--- src/common/rdma_wr_config.svh ---
// ********************
// Build-time sizes for the RDMA write credit gate
// Included by the package and every RTL file
// ********************

`ifndef RDMA_WR_CONFIG_SVH
`define RDMA_WR_CONFIG_SVH

`define N_DESTS     2     // Remote destinations
`define DEST_W      1     // Destination index bits
`define QDEPTH      4     // Request queue entries per destination
`define DQ_DEPTH    16    // Data queue beats per destination
`define DATA_W      64    // Beat width
`define BEAT_BYTES  8     // Bytes per full beat
`define ADDR_W      32    // Virtual address
`define LEN_W       16    // Byte length
`define PMTU_BYTES  32    // Path MTU, 4 beats

`endif

--- src/common/rdma_wr_pkg.sv ---
// ********************
// Shared types for the RDMA write credit gate
// Imported in the header of each RTL module
// ********************

`include "rdma_wr_config.svh"

package rdma_wr_pkg;

  // Packet position inside one write request
  typedef enum logic [1:0] {
    OP_ONLY   = 2'd0,  // Whole request fits one MTU
    OP_FIRST  = 2'd1,
    OP_MIDDLE = 2'd2,
    OP_LAST   = 2'd3
  } wr_opcode_t;

  // Output arbiter phases
  typedef enum logic {
    ARB_IDLE = 1'b0,  // Offering a header
    ARB_DATA = 1'b1   // Streaming granted beats
  } arb_state_t;

  // Beats per packet, up to PMTU/8 inclusive
  typedef logic [$clog2(`PMTU_BYTES / `BEAT_BYTES + 1)-1:0] beats_t;

  // Arrived but unreleased beats, bounded by data queue depth
  typedef logic [$clog2(`DQ_DEPTH + 1)-1:0] credit_t;

  typedef logic [`DEST_W-1:0] dest_t;
  typedef logic [`ADDR_W-1:0] vaddr_t;
  typedef logic [`LEN_W-1:0]  len_t;
  typedef logic [`DATA_W-1:0] data_t;

endpackage

--- src/hw/credits/wr_req_parser.sv ---
// ********************
// Splits one write request into path-MTU packets
// One packet per cycle, next request taken on LAST or ONLY
// ********************

`timescale 1ns/1ns

`include "rdma_wr_config.svh"

module wr_req_parser import rdma_wr_pkg::*; (
  input  logic       aclk,
  input  logic       rst_n,
  // Queued request
  input  logic       s_valid,
  output logic       s_ready,
  input  vaddr_t     s_vaddr,
  input  len_t       s_len,
  // Packet towards the credit gate
  output logic       m_valid,
  input  logic       m_ready,
  output wr_opcode_t m_opcode,
  output vaddr_t     m_vaddr,
  output len_t       m_len,
  output beats_t     m_beats
);

  localparam len_t   PMTU_LEN  = len_t'(`PMTU_BYTES);
  localparam vaddr_t PMTU_STEP = vaddr_t'(`PMTU_BYTES);
  localparam int     BEAT_SH   = $clog2(`BEAT_BYTES);

  logic   busy;      // A request is being cut
  logic   first;     // Next packet opens the request
  vaddr_t cur_addr;  // Address of next packet
  len_t   rem;       // Bytes not yet emitted
  logic   is_last;
  logic   pkt_xfer;
  logic   req_xfer;

  // Remainder fits in one packet
  assign is_last = (rem <= PMTU_LEN);

  assign m_valid = busy;
  assign m_vaddr = cur_addr;
  assign m_len   = is_last ? rem : PMTU_LEN;
  assign m_beats = beats_t'(m_len >> BEAT_SH);  // Lengths are whole beats

  always_comb begin
    if (first) m_opcode = is_last ? OP_ONLY : OP_FIRST;
    else       m_opcode = is_last ? OP_LAST : OP_MIDDLE;
  end

  assign pkt_xfer = m_valid && m_ready;
  // Idle, or closing the current request this cycle
  assign s_ready  = !busy || (m_ready && is_last);
  assign req_xfer = s_valid && s_ready;

  // Control
  always_ff @(posedge aclk) begin
    if (!rst_n) begin
      busy  <= 1'b0;
      first <= 1'b0;
    end else if (req_xfer) begin
      busy  <= 1'b1;
      first <= 1'b1;
    end else if (pkt_xfer) begin
      first <= 1'b0;
      if (is_last) busy <= 1'b0;  // Nothing left to cut
    end
  end

  // Address and remaining bytes
  always_ff @(posedge aclk) begin
    if (req_xfer) begin
      cur_addr <= s_vaddr;
      rem      <= s_len;
    end else if (pkt_xfer) begin
      cur_addr <= cur_addr + PMTU_STEP;
      rem      <= rem - PMTU_LEN;  // Unused once last packet left
    end
  end

endmodule

--- config.mk ---
export PLATFORM = sky130hd
export DESIGN_NAME = wr_req_parser
export DESIGN_NICKNAME = d
export VERILOG_FILES = /design/src/common/rdma_wr_pkg.sv /design/src/hw/credits/wr_req_parser.sv
export VERILOG_INCLUDE_DIRS = /design/src /design/src/common
export SDC_FILE = /design/constraint.sdc
export NUM_CORES = 1
export LEC_CHECK = 0
export BUFFER_PORTS_ARGS = -buffer_cell sky130_fd_sc_hd__buf_4
export CAP_MARGIN = 30
export CORE_MARGIN = 4
export CORE_UTILIZATION = 45
export CTS_CLUSTER_SIZE = 25
export DETAILED_ROUTE_END_ITERATION = 8
export HOLD_SLACK_MARGIN = 0.03
export PLACE_DENSITY = 0.77
export SLEW_MARGIN = 0
export SYNTH_ARGS = -nofsm -noshare
export SYNTH_HDL_FRONTEND = slang
export SYNTH_SLANG_ARGS = --single-unit
--- constraint.sdc ---
create_clock -name aclk -period 2.2 [get_ports aclk]
set_input_delay 0.11 -clock aclk [delete_from_list [all_inputs] [get_ports aclk]]
set_output_delay 0.11 -clock aclk [all_outputs]
set_load 0.01 [all_outputs]
==> results.yml <==
grt:
  track_usage_pct: 19.3
  antenna_found_initial: 0
  grt_pass1_wl_um: 11600
  grt-ovfl-total: 0
  grt_max_degree: 29
  first_global_vias: 2431
logic_synthesis:
  syn-instance-count: 278
  postSynth.asyncResetShare_pct: 0
  synth_compound_area_share_pct: 7.15
  synthFlopType: "edfxtp_1"
  synth.avg_cell_area_um2: 10.3
  syn-cell-area_um2: 2870
  synth-seq-cells: 50
  synthAdderAreaFrac_pct: 0.871
  synth_xor_area_share_pct: 10.7
  synth_edf_count: 48
  synthSimpleGateAreaFrac_pct: 20.1
  synth_mux_area_share_pct: 1.87
  yosysSeqAreaShare_pct: 51.6
  synth_cell_type_count: 33
  yosysWarnings: 0
  synth_top_family_by_area: "simple AND/OR/NAND/NOR gates"
layout:
  stdcell_area_um2: 4240
  finish.utilization_pct: 69.9
  final_nets: 457
  final_common_cell: "buf_4"
  area_growth_pct: 47.6
  drive_above_1_share_pct: 42.6
  finalNonFillerCells: 479
  diodes: 0
  final_cell_mix: "buf_4, edfxtp_1, nand2_1"
clock_network:
  cts_buffer_depth: 2
  htreeDepth: 2
  worstSkewPairLatency_ns: 0.30
  cts_tree: "yes"
  cts.sinks: 50
  cts_root_buf: "clkbuf_8"
  clk_pin_slew_ns: 0.10
  cts_buffers: 5
pwr:
  power_density_nw_per_um2: 608
  p_switching_mw: 0.697
  pwr-share-clk_pct: 25.6
  pwr-share-comb_pct: 25.2
  p_total_mw: 2.58
  p_leak_nw: 1.72
  power_frac_seq_pct: 49.2
  p_int_mw: 1.88
  power.share.switching_pct: 27.0
  ir_worst_vdd_v: 0.000397
route:
  drtPass1Iterations: 4
  vias: 2423
  wl_per_cell_um: 15.5
  via_per_inst: 5.06
  drcViolationCount: 0
  wl_um: 7430
  drt_iter0_drc: 98
  ant_nets: 0
worst_setup_path:
  r2r_slack_ns: -0.24
  rr_endpoint: "m_vaddr[31]"
  end_kind: "register"
  path_max_fanout: 3
  startpoint_type: "register"
  arrival_ns: 2.49
  cp.required_ns: 2.25
  r2r_start: "rem[15]"
  path_class: "reg2reg"
  rr_worst_depth: 6
min_path:
  hp-start: "s_len[5]"
  hold_end: "rem[5]"
  hp-class: "in2reg"
  holdPathStages: 3
placed_design:
  place_hpwl_um: 5130
  io_buffer_count: 96
  dpl_cell_area_um2: 3740
  place_ws_ns: -0.0554
  place_congestion: 0.795
  dp.cells: 460
timing:
  hold_viol: 0
  period_minus_slack_ns: 2.44
  final.period_utilization_pct: 111
  drv_slew: 0
  clock_skew_ns: 0.0135
  rsz0062_at_grt: "true"
  fmax_ghz: 0.410
  setup-violations-final: 70
  setup_tns_ns: -10.72
  whs_ns: 0.0757
  fin_ws_ns: -0.241
floorplan:
  die_area_um2: 7720
  core_um2: 6060
  die-height_um: 87.9
  die_w_um: 87.9
  num_rows: 28
  start_util_pct: 47.4
  ios: 107
run_status:
  status: "finished, violations left"
  violations: "setup timing"
job:
  drv_cap: 0
-- routing by layer --
metal / vias to the layer above / part of all wire, % / global-route usage (%)
met2: 77 / 53 / 33.4
met1: 1134 / 40 / 23.9
met3: 6 / 5.8 / 4.23
met5: - / 0 / 0
li1: 1206 / - / -
met4: 0 / 1.5 / 6.28
-- layout make-up --
class | instances | area (um^2)
clock buffers | 5 | 68.8
fillers | 458 | 1820
repair buffers | 133 | 1200
well taps | 75 | 93.8
multi-input cells | 205 | 1320
clock inverters | 3 | 43.8
inverters | 8 | 30.0
flip-flops and latches | 50 | 1480
-- synthesized netlist by cell type (8+ instances only) --
master	count	area share, %
and2_1	15	3.3
buf_4	16	4.2
edfxtp_1	48	50
inv_1	8	1.0
nand2_1	46	6.0
nand3_1	9	1.6
nor2_1	9	1.2
nor3_1	9	1.6
o21ai_1	33	5.8
xnor2_1	21	6.4
xor2_1	14	4.3
-- critical path, cell delays in order (launching register included) --
cell and delay, ns:
edfxtp_1 0.40, or3_1 0.40, or4_4 0.51, buf_6 0.14
o31ai_4 0.26, buf_6 0.18, mux2_4 0.30
-- power by group through the flow --
stage | registers, mW | clock network, mW | logic (mW)
2_1_floorplan | 1.30 | 0 | 0.262
3_3_place_gp | 1.28 | 0 | 0.522
3_5_place_dp | 1.29 | 0 | 0.538
4_1_cts | 1.27 | 0.679 | 0.598
5_1_grt | 1.28 | 0.719 | 0.703
6_report | 1.27 | 0.659 | 0.649
-- registers in the layout, indices dropped and copies added (netlist names) --
name / cells
m_vaddr: 32
rem: 16
first: 1
m_valid: 1
-- cell families (layout without fill, tap and decap cells) --
family / after synthesis / in the layout
buffers and inverters: 32 / 149
muxes: 5 / 5
AOI/OAI and AO/OA: 38 / 38
and+or+nand+nor: 115 / 115
other: 1 / 10
adders and majority gates: 2 / 2
xor gates and xnor gates: 35 / 35
DFF: 50 / 50
-- how the worst max path moves through the flow --
stage               startpoint           to  slack [ns]  depth (start not counted)
floorplan              rem[12]  m_vaddr[31]       -0.06                          5
global placement       rem[12]      rem[15]      -0.001                          5
detailed placement     rem[12]   m_vaddr[9]       -0.06                          6
CTS                    rem[15]  m_vaddr[31]       -0.23                          6
global route           rem[15]   m_vaddr[6]       -0.29                          6
finish                 rem[15]  m_vaddr[31]       -0.24                          6
-- timing repair --
| item | CTS | global route |
|---|---|---|
| endpoints found under the setup margin | 56 | 70 |
| hold buffers | 2 | 0 |
| gates resized for setup | 28 | 33 |
| setup buffers | 1 | 3 |
| hold endpoints to repair | 2 | 0 |
| pin swaps | 3 | 15 |
| gates cloned | 4 | 1 |
Power figures use the tool's default switching activity.
