`config.mk`:
```
export PLATFORM = sky130hd
export DESIGN_NAME = wr_credit_gate
export DESIGN_NICKNAME = d
export VERILOG_FILES = /design/src/common/rdma_wr_pkg.sv /design/src/hw/credits/wr_credit_gate.sv
export VERILOG_INCLUDE_DIRS = /design/src /design/src/common
export SDC_FILE = /design/constraint.sdc
export NUM_CORES = 1
export LEC_CHECK = 0
export ABC_AREA = 0
export BUFFER_PORTS_ARGS = -buffer_cell sky130_fd_sc_hd__buf_2
export CAP_MARGIN = 20
export CORE_MARGIN = 8
export CORE_UTILIZATION = 40
export DETAILED_ROUTE_END_ITERATION = 8
export PLACE_DENSITY = 0.76
export SLEW_MARGIN = 30
export SYNTH_ARGS = -nofsm -noshare
export SYNTH_HDL_FRONTEND = slang
export SYNTH_SLANG_ARGS = --single-unit
```
`constraint.sdc`:
```
create_clock -name aclk -period 4.02 [get_ports aclk]
set_input_delay 1.206 -clock aclk [delete_from_list [all_inputs] [get_ports aclk]]
set_output_delay 1.206 -clock aclk [all_outputs]
set_load 0.01 [all_outputs]
```
`src/common/rdma_wr_config.svh`:
```
// ********************
// Build-time sizes for the RDMA write credit gate
// Included by the package and every RTL file
// ********************

`ifndef RDMA_WR_CONFIG_SVH
`define RDMA_WR_CONFIG_SVH

`define N_DESTS     2     // Remote destinations
`define DEST_W      1     // Destination index bits
`define QDEPTH      4     // Request queue entries per destination
`define DQ_DEPTH    16    // Data queue beats per destination
`define DATA_W      64    // Beat width
`define BEAT_BYTES  8     // Bytes per full beat
`define ADDR_W      32    // Virtual address
`define LEN_W       16    // Byte length
`define PMTU_BYTES  32    // Path MTU, 4 beats

`endif

```
`src/common/rdma_wr_pkg.sv`:
```
// ********************
// Shared types for the RDMA write credit gate
// Imported in the header of each RTL module
// ********************

`include "rdma_wr_config.svh"

package rdma_wr_pkg;

  // Packet position inside one write request
  typedef enum logic [1:0] {
    OP_ONLY   = 2'd0,  // Whole request fits one MTU
    OP_FIRST  = 2'd1,
    OP_MIDDLE = 2'd2,
    OP_LAST   = 2'd3
  } wr_opcode_t;

  // Output arbiter phases
  typedef enum logic {
    ARB_IDLE = 1'b0,  // Offering a header
    ARB_DATA = 1'b1   // Streaming granted beats
  } arb_state_t;

  // Beats per packet, up to PMTU/8 inclusive
  typedef logic [$clog2(`PMTU_BYTES / `BEAT_BYTES + 1)-1:0] beats_t;

  // Arrived but unreleased beats, bounded by data queue depth
  typedef logic [$clog2(`DQ_DEPTH + 1)-1:0] credit_t;

  typedef logic [`DEST_W-1:0] dest_t;
  typedef logic [`ADDR_W-1:0] vaddr_t;
  typedef logic [`LEN_W-1:0]  len_t;
  typedef logic [`DATA_W-1:0] data_t;

endpackage

```
`src/hw/credits/wr_credit_gate.sv`:
```
// ********************
// Holds each packet until its data beats have arrived
// Registered packet output towards the arbiter
// ********************

`timescale 1ns/1ns

`include "rdma_wr_config.svh"

module wr_credit_gate import rdma_wr_pkg::*; (
  input  logic       aclk,
  input  logic       rst_n,
  input  logic       xfer,      // One beat written into the data queue
  // Packet from the parser
  input  logic       s_valid,
  output logic       s_ready,
  input  wr_opcode_t s_opcode,
  input  vaddr_t     s_vaddr,
  input  len_t       s_len,
  input  beats_t     s_beats,
  // Released packet
  output logic       m_valid,
  input  logic       m_ready,
  output wr_opcode_t m_opcode,
  output vaddr_t     m_vaddr,
  output len_t       m_len,
  output beats_t     m_beats
);

  credit_t credits;      // Arrived beats not yet claimed
  credit_t credits_nxt;
  logic    accept;

  // Output slot free and beats already in the data queue
  assign s_ready = (!m_valid || m_ready) && (credits >= credit_t'(s_beats));
  assign accept  = s_valid && s_ready;

  always_comb begin
    credits_nxt = credits;
    if (xfer)   credits_nxt = credits_nxt + credit_t'(1);
    if (accept) credits_nxt = credits_nxt - credit_t'(s_beats);  // Claim in same cycle
  end

  always_ff @(posedge aclk) begin
    if (!rst_n) begin
      credits <= '0;
      m_valid <= 1'b0;
    end else begin
      credits <= credits_nxt;
      if (accept)       m_valid <= 1'b1;
      else if (m_ready) m_valid <= 1'b0;  // Taken by arbiter
    end
  end

  // Packet fields
  always_ff @(posedge aclk) begin
    if (accept) begin
      m_opcode <= s_opcode;
      m_vaddr  <= s_vaddr;
      m_len    <= s_len;
      m_beats  <= s_beats;
    end
  end

endmodule

```
==> impl_metrics.tcl <==
set metrics [dict create \
    postRouteAntennaNets 0 \
    drcViolationCount 0 \
    cts.sinks 59 \
    cp_max_fo 6 \
    synth_cells 113 \
    switching_share_pct 30.74 \
    slowest_delay_ns 0.39 \
    synth_cell_types 26 \
    cts_hold_buf 0 \
    drive_gt1_share_pct 56.61 \
    fin_nets 303 \
    htree_levels 3 \
    clkPwrFrac_pct 24.9 \
    outcome "finished, final reports clean" \
    critPathBufInv 3 \
    reg2reg_depth 5 \
    dieArea_um2 7980 \
    grt_max_degree 36 \
    start_util_pct 41.85 \
    vias_per_cell 4.436 \
    area_delta_synth_final_pct 41.01 \
    fin_crit_sh_pct 92.38 \
    clk_pin_slew_ns 0.06 \
    grt_first_pass_wirelength_mm 7.231 \
    grt_usage_pct 12.93 \
    ioPinCount 113 \
    maxCapViolations 0 \
    vias 1384 \
    die_w_um 89.33 \
    required_ns 2.81 \
    reg2reg_slack_ns 1.80 \
    p_switching_uw 689.5 \
    p_seq_share_pct 43.4 \
    portBuffers 112 \
    globalplace.congestion 0.8755 \
    hold_class "reg2reg" \
    drt_iter0_drc 68 \
    crit_end "s_ready" \
    min_period_ns 3.714 \
    clock_tree.root_cell "clkbuf_8" \
    grt_pass1_vias 1446 \
    combPwrFrac_pct 31.7 \
    syn_avg_cell_area_um2 19.03 \
    arrival_ns 2.51 \
    cp-end-kind "primary output" \
    place_area_um2 2824 \
    layout_setup_ws_ns 0.3062 \
    post-route-util_pct 59.01 \
    first_pass_iters 4 \
    cts_tree "done" \
    fmax_ghz 0.2693 \
    slew_viol_final 0 \
    syn-num-nets 179 \
    power_uw 2243 \
    diodes 0 \
    reg2reg_from "credits[2]" \
    dp_slack_ns 0.3117 \
    tightest_slew_ns 0.6488 \
    antenna_found_initial 0 \
    rsz0062_at_grt "no" \
    wl_per_cell_um 16.58 \
    path_cells "buf_2, inv_1, ha_1, a2111oi_4, o21a_4, nor2_1, buf_2" \
    netlist_area_um2 2151 \
    relSlewSlack_pct 56.64 \
    tns_ns 0 \
    grt-ovfl-total 0 \
    hold_viol 0 \
    crit_cells 7 \
    fillers 416 \
    core_area_um2 5140 \
    stdcell_area_um2 3033 \
    cts_buffers 9 \
    synth_seq_area_share_pct 79.58 \
    cp-startpoint "s_beats[2]" \
    die_y_um 89.33 \
    p_per_area_nw_per_um2 739.5 \
    setup_viol 0 \
    rows 26 \
    vdd_ir_drop_max_mv 0.5096 \
    ctsResizeCount 0 \
    synth_seq_cells 59 \
    leakagePower_uw 0.001282 \
    hpwl_mm 4.174 \
    critPathSlowestCell "a2111oi_4" \
    finClkSkew_ns 0.007812 \
    clock_path_buffers 2 \
    reg2reg_to "m_len[15]" \
    crit_top_cell "buf_2" \
    wl_mm 5.174 \
    cts_setup_buffers 0 \
    worstSetupStartpointType "input pin" \
    intPower_uw 1553 \
    crit_family "compound AO/OA/AOI/OAI gates" \
    yosysWarnings 0 \
    clkLatencyLatePin_ns 0.32 \
    path_class "in2out" \
]
## how the worst min path moves through the flow
stage | from | endpoint | cells after the start
2_1_floorplan | credits[4] | credits[4] | 3
3_5_place_dp | credits[4] | credits[4] | 3
5_1_grt | credits[4] | credits[4] | 3
6_report | credits[4] | credits[4] | 3
4_1_cts | credits[4] | credits[4] | 3
3_3_place_gp | credits[4] | credits[4] | 3
## metal layers
| metal | vias to the layer above | track usage (%) | share of wire, % |
|---|---|---|---|
| met2 | 84 | 22.42 | 49 |
| met5 | - | 0 | 0 |
| met4 | 0 | 5.438 | 0.73 |
| met3 | 7 | 6.710 | 16 |
| met1 | 619 | 12.65 | 35 |
| li1 | 674 | - | - |
## cells by family after synthesis
family | synth area share (%)
mux | 1.454
simple gates | 6.341
fa+ha+maj | 5.003
flops | 79.58
buf+inv | 1.047
xor+xnor | 2.036
compound gates | 4.537
## per-stage QoR
step | hold WS, ns | instances
finish | 0.6606 | 312
detailed placement | 0.6527 | 296
global route | 0.7020 | 312
global placement | 0.6521 | 296
CTS | 0.6658 | 312
floorplan | 0.6063 | 113
## cells in the mapped netlist (all sizes together)
cell type,number,area (um2)
edfxtp,53,1592
nand4,2,12.51
o21ai,4,20.01
xnor2,5,43.79
a211oi,1,12.51
nand3,2,10.01
or2,2,12.51
nor2,2,10.01
a2111oi,1,27.53
mux2,1,11.26
nor2b,4,25.02
nand2,4,15.01
dfxtp,6,120.1
or2b,1,8.760
mux2i,2,20.02
ha,7,87.58
and3,1,6.260
a21oi,3,15.01
o21a,2,22.52
fa,1,20.02
inv,6,22.52
nand2b,1,6.260
nor4b,2,30.03
## worst min-delay path: stages (launching register included)
cell	delay [ns]
dfxtp_1	0.35
xnor2_1	0.15
nand2_1	0.06
mux2i_1	0.05
## cell type report
class,count,area [um2],area share (%)
inverter,6,22.52,0.7426
timing repair buffer,113,580.6,19.14
clock inverter,5,77.57,2.558
tap,70,87.58,2.888
multi-input combinational,48,421.7,13.90
sequential,59,1712,56.44
clock buffer,11,131.4,4.332
## registers in the layout (all words and copies together), names as in the netlist
name / flops
m_valid: 1
m_opcode: 2
credits: 5
m_vaddr: 32
m_len: 16
m_beats: 3
## power groups by stage
stage / Combinational (uW) / Sequential [uW] / Clock [uW]
global placement: 709 / 982 / 0
detailed placement: 725 / 987 / 0
global route: 784 / 993 / 601
finish: 710 / 974 / 558
CTS: 729 / 975 / 579
floorplan: 326 / 1090 / 0
## cell usage in the layout, fill, tap and decap left out
| cell type | instances |
|---|---|
| nor2_4 | 1 |
| ha_1 | 7 |
| clkinvlp_4 | 1 |
| bufinv_16 | 2 |
| nand4_1 | 2 |
| a21oi_1 | 3 |
| o21a_4 | 1 |
| or2_2 | 2 |
| mux2_2 | 1 |
| o21a_1 | 1 |
| o21ai_1 | 1 |
| dfxtp_1 | 6 |
| nor4b_2 | 2 |
| o21ai_0 | 3 |
| nand3_1 | 2 |
| clkbuf_8 | 9 |
| edfxtp_1 | 53 |
| clkbuf_1 | 2 |
| nor2b_1 | 4 |
| a211oi_2 | 1 |
| buf_2 | 112 |
| mux2i_1 | 2 |
| inv_1 | 6 |
| xnor2_1 | 5 |
| nor2_1 | 1 |
| nand2_1 | 4 |
| nand2b_1 | 1 |
| and3_1 | 1 |
| fa_1 | 1 |
| or2b_2 | 1 |
| clkinv_2 | 2 |
| buf_12 | 1 |
| a2111oi_4 | 1 |
Note: power is estimated with default switching activity, not from simulation.
