## config.mk

```make
export PLATFORM = sky130hd
export DESIGN_NAME = sync_fifo
export DESIGN_NICKNAME = d
export VERILOG_FILES = /design/src/hw/sync_fifo.sv
export VERILOG_INCLUDE_DIRS = /design/src /design/src/common
export SDC_FILE = /design/constraint.sdc
export NUM_CORES = 1
export LEC_CHECK = 0
export BUFFER_PORTS_ARGS = -buffer_cell sky130_fd_sc_hd__buf_2
export CORE_ASPECT_RATIO = 1.75
export CORE_MARGIN = 2
export CORE_UTILIZATION = 57
export DETAILED_ROUTE_END_ITERATION = 12
export GPL_TIMING_DRIVEN = 0
export PLACE_DENSITY = 0.79
export SLEW_MARGIN = 20
export SYNTH_ARGS = -nofsm -noshare
export SYNTH_HDL_FRONTEND = slang
export SYNTH_SLANG_ARGS = --single-unit
```

## constraint.sdc

```tcl
create_clock -name aclk -period 4.14 [get_ports aclk]
set_clock_uncertainty 0.2 [all_clocks]
set_input_delay 0.828 -clock aclk [delete_from_list [all_inputs] [get_ports aclk]]
set_output_delay 0.828 -clock aclk [all_outputs]
set_load 0.02 [all_outputs]
```

## src/common/rdma_wr_config.svh

```systemverilog
// ********************
// Build-time sizes for the RDMA write credit gate
// Included by the package and every RTL file
// ********************

`ifndef RDMA_WR_CONFIG_SVH
`define RDMA_WR_CONFIG_SVH

`define N_DESTS     2     // Remote destinations
`define DEST_W      1     // Destination index bits
`define QDEPTH      4     // Request queue entries per destination
`define DQ_DEPTH    16    // Data queue beats per destination
`define DATA_W      64    // Beat width
`define BEAT_BYTES  8     // Bytes per full beat
`define ADDR_W      32    // Virtual address
`define LEN_W       16    // Byte length
`define PMTU_BYTES  32    // Path MTU, 4 beats

`endif

```

## src/hw/sync_fifo.sv

```systemverilog
// ********************
// Generic synchronous valid/ready FIFO
// Used as request queue and as data queue
// ********************

`timescale 1ns/1ns

`include "rdma_wr_config.svh"

module sync_fifo #(
  parameter int WIDTH = `DATA_W,
  parameter int DEPTH = `QDEPTH
) (
  input  logic             aclk,
  input  logic             rst_n,
  input  logic             s_valid,
  output logic             s_ready,
  input  logic [WIDTH-1:0] s_data,
  output logic             m_valid,
  input  logic             m_ready,
  output logic [WIDTH-1:0] m_data
);

  localparam int AW = (DEPTH > 1) ? $clog2(DEPTH) : 1;
  localparam int CW = $clog2(DEPTH + 1);

  logic [WIDTH-1:0] mem [DEPTH];  // Storage, no reset
  logic [AW-1:0]    wr_ptr;
  logic [AW-1:0]    rd_ptr;
  logic [CW-1:0]    count;
  logic             push;
  logic             pop;

  assign m_valid = (count != '0);
  // Full queue still takes a write when the head leaves this cycle
  assign s_ready = (count != CW'(DEPTH)) || m_ready;
  assign m_data  = mem[rd_ptr];  // Head entry, registered storage

  assign push = s_valid && s_ready;
  assign pop  = m_valid && m_ready;

  always_ff @(posedge aclk) begin
    if (push) mem[wr_ptr] <= s_data;
  end

  always_ff @(posedge aclk) begin
    if (!rst_n) begin
      wr_ptr <= '0;
      rd_ptr <= '0;
      count  <= '0;
    end else begin
      if (push) wr_ptr <= (wr_ptr == AW'(DEPTH - 1)) ? '0 : wr_ptr + 1'b1;  // Wrap
      if (pop)  rd_ptr <= (rd_ptr == AW'(DEPTH - 1)) ? '0 : rd_ptr + 1'b1;
      case ({push, pop})
        2'b10:   count <= count + 1'b1;
        2'b01:   count <= count - 1'b1;
        default: count <= count;  // Both or neither
      endcase
    end
  end

endmodule

```

==> results of run 1 <==
registers in the layout, indices dropped and copies added, names as in the netlist, named ones only:
| signal | cells |
|---|---|
| mem | 256 |
| rd_ptr | 2 |
| count | 3 |
| wr_ptr | 2 |
final cells by class:
class	instances	area share [%]
flip-flops and latches	265	68.5
clock buffers	26	5.19
clock inverters	14	1.13
multi-input cells	102	15.1
diodes	1	0.0218
well taps	227	2.47
repair buffers	137	6.75
plain buffers	16	0.610
inverters	7	0.229
per-stage QoR:
stage | power [uW] | instance area (um2) | hold WS, ns | utilization (%)
CTS | 6900 | 11500 | 0.311 | 68.4
global route | 7090 | 11500 | 0.321 | 68.4
finish | 6820 | 11500 | 0.315 | 68.4
global placement | 4800 | 10600 | 0.276 | 63.3
detailed placement | 4850 | 10800 | 0.309 | 64.1
floorplan | 4340 | 9680 | 0.268 | -
critical path, delay by kind of cell (launching register included):
family / cells / cell delay [ns]
flip-flops: 1 / 0.31
multiplexers: 1 / 0.43
buffers and inverters: 3 / 1.19
placed cells by master, fill, tap and decap left out, drive strengths merged:
master / netlist / final
edfxtp: 256 / 256
buf: 8 / 145
mux4: 64 / 64
clkbuf: 8 / 34
clkinv: 0 / 10
dfxtp: 9 / 9
inv: 7 / 8
nand2: 6 / 6
ha: 6 / 6
o21ai: 5 / 5
and3: 4 / 4
and2: 3 / 3
or3: 2 / 2
nor2: 2 / 2
nand3: 2 / 2
bufinv: 0 / 2
diode: 0 / 1
o31ai: 1 / 1
or4b: 1 / 1
xnor2: 1 / 1
nand4: 1 / 1
mux2i: 1 / 1
xor2: 1 / 1
a21boi: 1 / 1
fa: 1 / 1
clkinvlp: 0 / 1
where the power goes:
| part | switching, uW | internal [uW] |
|---|---|---|
| Combinational | 883 | 663 |
| Clock | 895 | 1160 |
| Sequential | 56.0 | 3160 |
| Total | 1830 | 4980 |
cells by family after synthesis:
family / share of synthesized area, %
AOI/OAI and AO/OA: 0.414
xor gates and xnor gates: 0.181
adders and majority gates: 0.982
buffers and inverters: 0.995
DFF: 81.3
muxes: 15.0
and+or+nand+nor: 1.19
synthesized netlist by cell type:
master,number,area [um2]
clkbuf_1,8,30.0
fa_1,1,20.0
xor2_1,1,8.76
and2_1,2,12.5
nand4_1,1,6.26
mux2i_1,1,10.0
dfxtp_1,9,180
or4b_1,1,10.0
xnor2_1,1,8.76
nand2_1,6,22.5
and3_1,4,25.0
nand3_1,2,10.0
a21boi_0,1,7.51
nor2_1,2,7.51
o21ai_1,1,5.00
and2_4,1,8.76
mux4_2,64,1440
edfxtp_1,256,7690
ha_1,6,75.1
o21ai_0,4,20.0
buf_2,8,40.0
inv_1,7,26.3
o31ai_1,1,7.51
or3_1,2,12.5
metal layers:
| metal | vias up | share of wire [%] | GRT usage (%) | wire [um] |
|---|---|---|---|---|
| met3 | 40 | 5.5 | 3.25 | 907 |
| met5 | - | 0.042 | 0 | 7 |
| met2 | 134 | 55 | 32.4 | 9090 |
| met4 | 2 | 2.9 | 7.06 | 481 |
| li1 | 1977 | - | - | - |
| met1 | 2265 | 37 | 23.2 | 6060 |
final timing paths:
check	to
max reg2reg	count[2]
min reg2reg	wr_ptr[1]
max	m_data[49]
min	wr_ptr[1]
==> metrics, run 1 <==
worst skew pair latency=about 0.50 ns; fillers=~1.1k; pre-CTS setup slack=0.754 ns; post-synthesis sequential area ratio=81.3%; hold_buf cts=0; clock slew at reported path FFs=about 0.07 ns; hold_sp=wr_ptr[1]; cts bufs inserted=22; PortBufs=133; CTS resizes=0; pwr/cell area=around 590 mW/mm2; DR pass1 iterations=5; Worst Setup End Kind=output pin; FF-to-FF Start=count[0]; global route total overflow=0; Die X=about 100 um; register-to-register setup slack=1.29 ns; Worst Hold Class=flop to flop; synth warn=0; setup TNS=0 ns; max-slew violations=0; clock root buffer=clkbuf_16; initial antenna violation count=3; critical path's most frequent cell=clkbuf_1; die height=between 150 and 200 um; synthesized area=about 0.0097 mm2; first-pass GRT wire length=25100 um; row cnt=63; critical path required time=between 3 and 4 ns; Area Growth Syn to Fin=18.7%; layout cells sized above 1=44.1%; GPL Wtd Cong=0.709; Mapped Avg Cell Area=24.8 um2; TritonCTS clock tree=built; Ports=134; cell total after placement=754; syn nets=465; post-CTS setup repair buffer count=0; status=completed; actual slew at the worst max-slew pin=between 0.6 and 0.7 ns; CTS Buffer Depth=3; Cell variety after synth=24; number of synthesized register bits=265; critical path launch point type=flop; register area=0.00787 mm2; WL per Instance=20.8 um; Critical Path AT=2.45 ns; final WL=16600 um; RSZ-0062 raised after global routing=no; pin count of the biggest net entering global routing=47; DP HPWL=10400 um; Via-to-Cell Ratio=5.56; Final setup viols=0; core area=0.0168 mm2; Critical Path Max Stage Delay=0.55 ns; Hold Path Depth=2; clk sinks=265; Non-Filler Instances=about 800; cells along the critical path=clkbuf_1 > clkbuf_1 > mux4_2 > buf_2; vias in the first global route=4663; maximum vdd drop=0.464 mV; setup ws final=0.661 ns; Slew HR=roughly 58%; area of the multi-input gates=~0.0017 mm2; Fmax achieved=287 MHz; Leak=a little under 0.004 uW; Initial Util=57.7%; Post-DRT Antenna Nets=0; Reg2Reg Depth=10; CTS HTree Levels=1; Min Clock Period, post-route=3.48 ns; Total GRT Usage=18.6%; critical path's slowest cell=clkbuf_1; nets=626; DRT iter0 DRCs=approximately 200; endpoints failing hold=0; Worst Setup Path Type=flop to output pin; DRC=0; vias=4418; Cells after Synth=390; full die area=roughly 0.018 mm2; Tcrit/Tclk final=84.0%; Max Cap Viol=0; critical path fanouts, max=10
No activity file was read; power rests on OpenSTA's default activity.
==> run 2: changes to the inputs <==
--- a/config.mk
+++ b/config.mk
@@ -6,13 +6,14 @@
 export SDC_FILE = /design/constraint.sdc
 export NUM_CORES = 1
 export LEC_CHECK = 0
+export ABC_AREA = 1
 export BUFFER_PORTS_ARGS = -buffer_cell sky130_fd_sc_hd__buf_2
 export CORE_ASPECT_RATIO = 1.75
 export CORE_MARGIN = 2
-export CORE_UTILIZATION = 57
+export CORE_UTILIZATION = 51
 export DETAILED_ROUTE_END_ITERATION = 12
 export GPL_TIMING_DRIVEN = 0
-export PLACE_DENSITY = 0.79
+export PLACE_DENSITY = 0.75
 export SLEW_MARGIN = 20
 export SYNTH_ARGS = -nofsm -noshare
 export SYNTH_HDL_FRONTEND = slang
==> constraint.sdc (replaced) <==
create_clock -name aclk -period 2.9 [get_ports aclk]
set_clock_uncertainty 0.2 [all_clocks]
set_input_delay 0.58 -clock aclk [delete_from_list [all_inputs] [get_ports aclk]]
set_output_delay 0.58 -clock aclk [all_outputs]
set_load 0.02 [all_outputs]
==> run 2 against run 1 <==
  * Non-clock buffer count up 32
  * Design area up 4.7%
  * Clock power up 52%
  * Sequential share of layout area down 3.1 points
  * Routed wire length up 29%
  * Utilization down 5.8 points
  * Total power up 60%
  * Worst setup slack worse by 0.58 ns
  * First-iteration DRC count up 74%
  * Cell count up 41%
  * Synthesized area up 3.1%
  * Highest routed layer unchanged
==> metrics, run 2 <==
most frequent cells in the layout=edfxtp_1 (256), nor2_1 (142), buf_2 (139); full die area=0.0207 mm2 (+15%); pwr/cell area=909 mW/mm2 (+53%); Die X=110 um (+7.0%); cell with the most instances after synthesis=edfxtp_1; critical path required time=2.12 ns (-0.99 ns); Area Growth Syn to Fin=20.6%; critical path's most frequent cell=buf_6; TritonCTS clock tree=built; DR pass1 iterations=5 (unchanged); Max Cap Viol=0 (unchanged); clk sinks=265 (unchanged); most flop-heavy register=mem; critical path fanouts, max=10 (unchanged); Final setup viols=0 (unchanged); post-synthesis sequential area ratio=78.8% (-2.4 points); Synth area leader=edfxtp_1; cts bufs inserted=22 (unchanged); worst skew pair latency=0.50 ns (about the same); vias=6197 (+40%); vias in the first global route=6351 (+36%); GPL Wtd Cong=0.732 (+3.2%); Cell variety after synth=19 (-21%); fillers=1425 (+32%); die height=189 um (+7.2%); critical path's slowest cell=dfxtp_1; share of the synthesized area in the top cell type=77.0% (-2.4 points); Ports=134 (unchanged); clock root buffer=clkbuf_16; layout cells sized above 1=25.5% (-19 points); DP HPWL=14000 um (+34%); Min Clock Period, post-route=2.82 ns; DRT iter0 DRCs=358 (+74%); Reg2Reg Depth=12 (+2); register area=0.00787 mm2 (unchanged); largest cells by area after synthesis=edfxtp_1 (77%), nor2_1 (5.5%), o22ai_1 (4.0%), o21ai_0 (3.8%), o21ai_1 (2.8%); pin count of the biggest net entering global routing=24 (-49%); nets=930 (+49%); area of the multi-input gates=0.00180 mm2 (+3.3%); Cells after Synth=687 (+76%); max-slew violations=0 (unchanged); dpl cell area=0.0112 mm2 (+4.3%); clock slew at reported path FFs=0.08 ns (about the same); synthesized area=0.00998 mm2 (+3.1%); maximum vdd drop=0.714 mV (+54%); biggest registers after layout=mem: 256 flops, count: 3 flops; PortBufs=133 (unchanged); core area=0.0192 mm2 (+14%); Non-Filler Instances=1118 (+41%); cell total after placement=1072 (+42%); final WL=21400 um (+29%); post-route cell area=0.0120 mm2 (+4.7%); Tcrit/Tclk final=between 90 and 100%; actual slew at the worst max-slew pin=0.794 ns (+0.165 ns); CTS Buffer Depth=3 (unchanged); status=completed; cells along the critical path=buf_6 > buf_6 > clkbuf_4 > nor2_1 > o22ai_1 > buf_2; commonest non-fill, non-tap cell in the layout=edfxtp_1; FF-to-FF Start=count[1]; Worst Hold Class=input pin to flop; syn nets=762 (+64%); RSZ-0062 raised after global routing=no; Mapped Avg Cell Area=14.5 um2 (-41%); hold_buf cts=0 (unchanged); CTS HTree Levels=1 (unchanged); Worst Setup End Kind=output pin; endpoints failing hold=0 (unchanged); synth warn=0 (unchanged); Slew HR=46.9% (-11 points); reg2reg end=count[2]; DRC=0 (unchanged); Critical Path AT=2.04 ns (-0.41 ns); post-CTS setup repair buffer count=0 (unchanged); worst hold endpoint=mem[3][9]; synth cell count leaders=edfxtp_1 (256), nor2_1 (146), o21ai_0 (75); Leak=0.00433 uW (+11%); Fmax achieved=355 MHz; Via-to-Cell Ratio=5.54 (-0.26%); row cnt=67 (+6.3%); ys flop type=edfxtp_1; Worst Setup Path Type=flop to output pin; register-to-register setup slack=0.50 ns (-0.79 ns); WL per Instance=19.1 um (-8.2%); first-pass GRT wire length=32500 um (+30%); initial antenna violation count=7 (+4); number of synthesized register bits=265 (unchanged); Post-DRT Antenna Nets=0 (unchanged); global route total overflow=0 (unchanged); Initial Util=52.0% (-5.7 points); max FFs per register=256 (unchanged); async set-reset flop share out of synthesis=0% (unchanged); EDFF count, synth=256 (unchanged); Hold Path Depth=1 (-1); hold_sp=s_data[9]; Critical Path Max Stage Delay=0.40 ns (-0.15 ns); critical path launch point type=flop; Total GRT Usage=20.8% (+2.2 points)
==> run 2: cell types whose count changed after synthesis, moves of 14 or more <==
cell     before  now
buf_6         0   14
mux4_2       64    0
nor2_1        2  146
o21ai_0       4   75
o21ai_1       1   56
o22ai_1       0   64
==> run 2: metal layers <==
| metal | vias to the layer above | global-route usage, % | share of wire, % |
|---|---|---|---|
| met1 | 3044 | 23.8 | 36 |
| met5 | - | 0 | 0.051 |
| met3 | 48 | 3.48 | 6.2 |
| met4 | 2 | 7.79 | 3.2 |
| li1 | 2902 | - | - |
| met2 | 201 | 38.1 | 54 |
==> run 2: logic make-up (layout without fill, tap and decap cells) <==
logic type,Yosys count,in the layout,share of synthesized area (%)
AO/OA/AOI/OAI,197,197,10.7
adder cells (fa/ha/maj),7,7,0.953
buffers and inverters,57,241,3.46
flip-flops,265,265,78.8
other,0,6,0
AND/OR/NAND/NOR,161,161,6.07
==> run 2: stage by stage <==
step	TNS, ns	total power [uW]	hold WS (ns)	util [%]	setup slack, ns
4_1_cts	0	11000	0.0646	62.5	0.0117
3_3_place_gp	-425.23	7800	0.297	57.1	-1.72
6_report	0	10900	0.0832	62.7	0.0794
5_1_grt	0	11400	0.0689	62.7	0.0213
2_1_floorplan	-118.59	6700	0.281	-	-0.463
3_5_place_dp	0	7910	0.321	58.5	0.192
==> run 2: worst max path at each step <==
stage	startpoint	end
finish	flop	m_data[41]
global route	flop	m_data[8]
CTS	flop	m_data[54]
detailed placement	m_ready	mem[1][18]
global placement	m_ready	mem[3][17]
floorplan	m_ready	mem[0][0]
==> run 2: where the power goes <==
| part | internal, uW | switching [uW] |
|---|---|---|
| Clock | 1820 | 1310 |
| Sequential | 4500 | 74.2 |
| Combinational | 1050 | 2190 |
==> run 2: critical path, delay by kind of cell, from the launching register on <==
family                 cells  cell delay (ns)
and+or+nand+nor            1             0.07
buffers and inverters      4             0.80
AOI/OAI and AO/OA          1             0.26
DFF                        1             0.40
==> run 2: cell type report <==
type,instances,area share (%)
Multi-Input combinational cell,365,14.9
Buffer,41,2.47
Tap cell,241,2.51
Clock inverter,16,1.63
Sequential cell,265,65.4
Clock buffer,24,4.81
Inverter,16,0.520
Antenna cell,6,0.125
Timing Repair Buffer,144,7.63
==> run 2: timing repair <==
item / CTS / global route
gates resized for setup: 1 / 19
setup endpoints to repair: 1 / 22
pin swaps: 0 / 0
==> run 3: changes to the inputs <==
--- a/config.mk
+++ b/config.mk
@@ -10,10 +10,10 @@
 export BUFFER_PORTS_ARGS = -buffer_cell sky130_fd_sc_hd__buf_2
 export CORE_ASPECT_RATIO = 1.75
 export CORE_MARGIN = 2
-export CORE_UTILIZATION = 51
+export CORE_UTILIZATION = 57
 export DETAILED_ROUTE_END_ITERATION = 12
 export GPL_TIMING_DRIVEN = 0
-export PLACE_DENSITY = 0.75
+export PLACE_DENSITY = 0.79
 export SLEW_MARGIN = 20
 export SYNTH_ARGS = -nofsm -noshare
 export SYNTH_HDL_FRONTEND = slang
==> constraint.sdc (replaced) <==
create_clock -name aclk -period 2.83 [get_ports aclk]
set_clock_uncertainty 0.2 [all_clocks]
set_input_delay 0.566 -clock aclk [delete_from_list [all_inputs] [get_ports aclk]]
set_output_delay 0.566 -clock aclk [all_outputs]
set_load 0.02 [all_outputs]
==> run 3 against run 2 <==
  * Register-to-register slack got worse by 0.21 ns
  * Die area decreased by 10%
  * Sequential share of layout area increased by 0.17 points
  * Utilization increased by 6.7 points
  * First-iteration DRC count increased by 37%
  * Count of clock-buffer cells in the layout increased by 2
  * Combinational power increased by 4%
  * Critical path depth decreased by 1
  * Flip-flop and latch count unchanged
  * Worst setup slack got worse by 0.021 ns
  * Cell count decreased by 1.3%
  * Largest cell class unchanged
  * Highest routed layer unchanged
==> metrics, run 3 (same netlist as run 2, synthesis figures left out) <==
Fmax achieved=361 MHz; biggest registers after layout=mem: 256 flops, count: 3 flops; clk sinks=265 (unchanged); critical path launch point type=flop; Leak=0.00433 uW (about the same); layout cells sized above 1=26.1% (+0.60 points); Worst Setup Path Type=flop to output pin; Worst Hold Class=input pin to flop; Worst Setup End Kind=output pin; Non-Filler Instances=1103 (-1.3%); endpoints failing hold=0 (unchanged); Min Clock Period, post-route=2.77 ns; initial antenna violation count=4 (-3); DRC=0 (unchanged); maximum vdd drop=0.719 mV (+0.63%); cell total after placement=1061 (-1.0%); area of the multi-input gates=0.00180 mm2 (unchanged); Post-DRT Antenna Nets=0 (unchanged); hold_buf cts=0 (unchanged); vias=6230 (+0.53%); DRT iter0 DRCs=490 (+37%); final WL=21100 um (-1.2%); Area Growth Syn to Fin=20.3%; Critical Path AT=2.01 ns (-0.03 ns); GPL Wtd Cong=0.785 (+7.2%); pwr/cell area=932 mW/mm2 (+2.5%); PortBufs=133 (unchanged); Total GRT Usage=22.1% (+1.3 points); Fin Hold WS=0.0741 ns (-0.00911 ns); DP HPWL=13500 um (-3.3%); status=completed; CTS Buffer Depth=3 (unchanged); core area=0.0173 mm2 (-9.9%); most flop-heavy register=mem; worst skew pair latency=0.50 ns (about the same); max-slew violations=0 (unchanged); Internal=7530 uW (+2.3%); post-CTS setup repair buffer count=0 (unchanged); commonest non-fill, non-tap cell in the layout=edfxtp_1; Die X=104 um (-5.2%); Switching Share=32.7% (about the same); switching power=3670 uW (+2.3%); TritonCTS clock tree=built; pin count of the biggest net entering global routing=25 (+4.2%); WL per Instance=19.1 um (+0.12%); CTS HTree Levels=1 (unchanged); most frequent cells in the layout=edfxtp_1 (256), nor2_1 (142), buf_2 (139); sequential share of power=41.9% (about the same); clock slew at reported path FFs=0.07 ns (about the same); max FFs per register=256 (unchanged); DR pass1 iterations=5 (unchanged); nets=929 (-0.11%); combinational power share=30.0% (+0.4 points); cts bufs inserted=22 (unchanged); global route total overflow=0 (unchanged); Initial Util=57.7% (+5.7 points); critical path required time=2.06 ns (-0.06 ns); Tcrit/Tclk final=97.9%; Slew HR=50.5% (+3.6 points); first-pass GRT wire length=31600 um (-2.8%); Max Cap Viol=0 (unchanged); Via-to-Cell Ratio=5.65 (+1.9%); Clk pwr share=28.1% (-0.5 points); vias in the first global route=6207 (-2.3%); fillers=1190 (-16%); clock root buffer=clkbuf_16; row cnt=64 (-4.5%); die height=179 um (-5.3%); full die area=0.0186 mm2 (-10%); Tot Pwr=11200 uW (+2.3%); Ports=134 (unchanged); actual slew at the worst max-slew pin=0.740 ns (-0.0537 ns); Final setup viols=0 (unchanged); setup TNS=0 ns (unchanged); register area=0.00787 mm2 (unchanged); critical path fanouts, max=10 (unchanged)
## run 3: final cells by class
| cell class | instances | share of cell area, % |
|---|---|---|
| Multi-Input combinational cell | 365 | 15.0 |
| Buffer | 41 | 2.52 |
| Antenna cell | 2 | 0.0417 |
| Timing Repair Buffer | 143 | 7.53 |
| Inverter | 16 | 0.552 |
| Clock inverter | 14 | 1.39 |
| Tap cell | 231 | 2.41 |
| Sequential cell | 265 | 65.5 |
| Clock buffer | 26 | 5.06 |
## run 3: path summary, 6_finish.rpt
check | startpoint | to | slack, ns | cells past startpoint
worst max-delay path | flop | m_data[56] | 0.06 | 5
worst min-delay path | s_data[12] | mem[1][12] | 0.07 | 1
worst max register to register | count[2] | mem[3][27] | 0.29 | 7
worst min register to register | rd_ptr[1] | flop | 0.34 | 2
## run 3: power groups by stage
stage / Sequential, uW / Clock [uW] / Combinational (uW)
floorplan: 4760 / 0 / 2100
global placement: 4780 / 0 / 3190
detailed placement: 4770 / 0 / 3330
CTS: 4680 / 3180 / 3360
global route: 4710 / 3330 / 3620
finish: 4690 / 3150 / 3360
## run 3: layer usage
metal | routed length [um] | vias to the layer above | global-route usage, %
met5 | 28 | - | 0
met4 | 771 | 4 | 10.4
met3 | 1280 | 51 | 3.49
met2 | 11400 | 233 | 40.3
met1 | 7580 | 3030 | 25.7
li1 | - | 2912 | -
## run 3: through the flow
stage / util [%] / area [um2] / worst slack, ns
after global placement: 63.3 / 10900 / -1.76
after detailed placement: 64.8 / 11200 / -0.0150
final: 69.4 / 12000 / 0.0582
after floorplan: - / 9990 / -0.519
after global routing: 69.4 / 12000 / -0.00324
after CTS: 69.3 / 12000 / 0.00405
## run 3: critical path: stages (launching register included)
cell and delay (ns):
dfxtp_1 0.37, buf_4 0.22, clkbuf_2 0.25, o21ai_0 0.13, o22ai_1 0.29, buf_2 0.23
## run 3: timing repair
item                       in CTS  in global routing
pin swaps                       0                  0
resized for setup               7                 14
setup endpoints to repair       7                 35
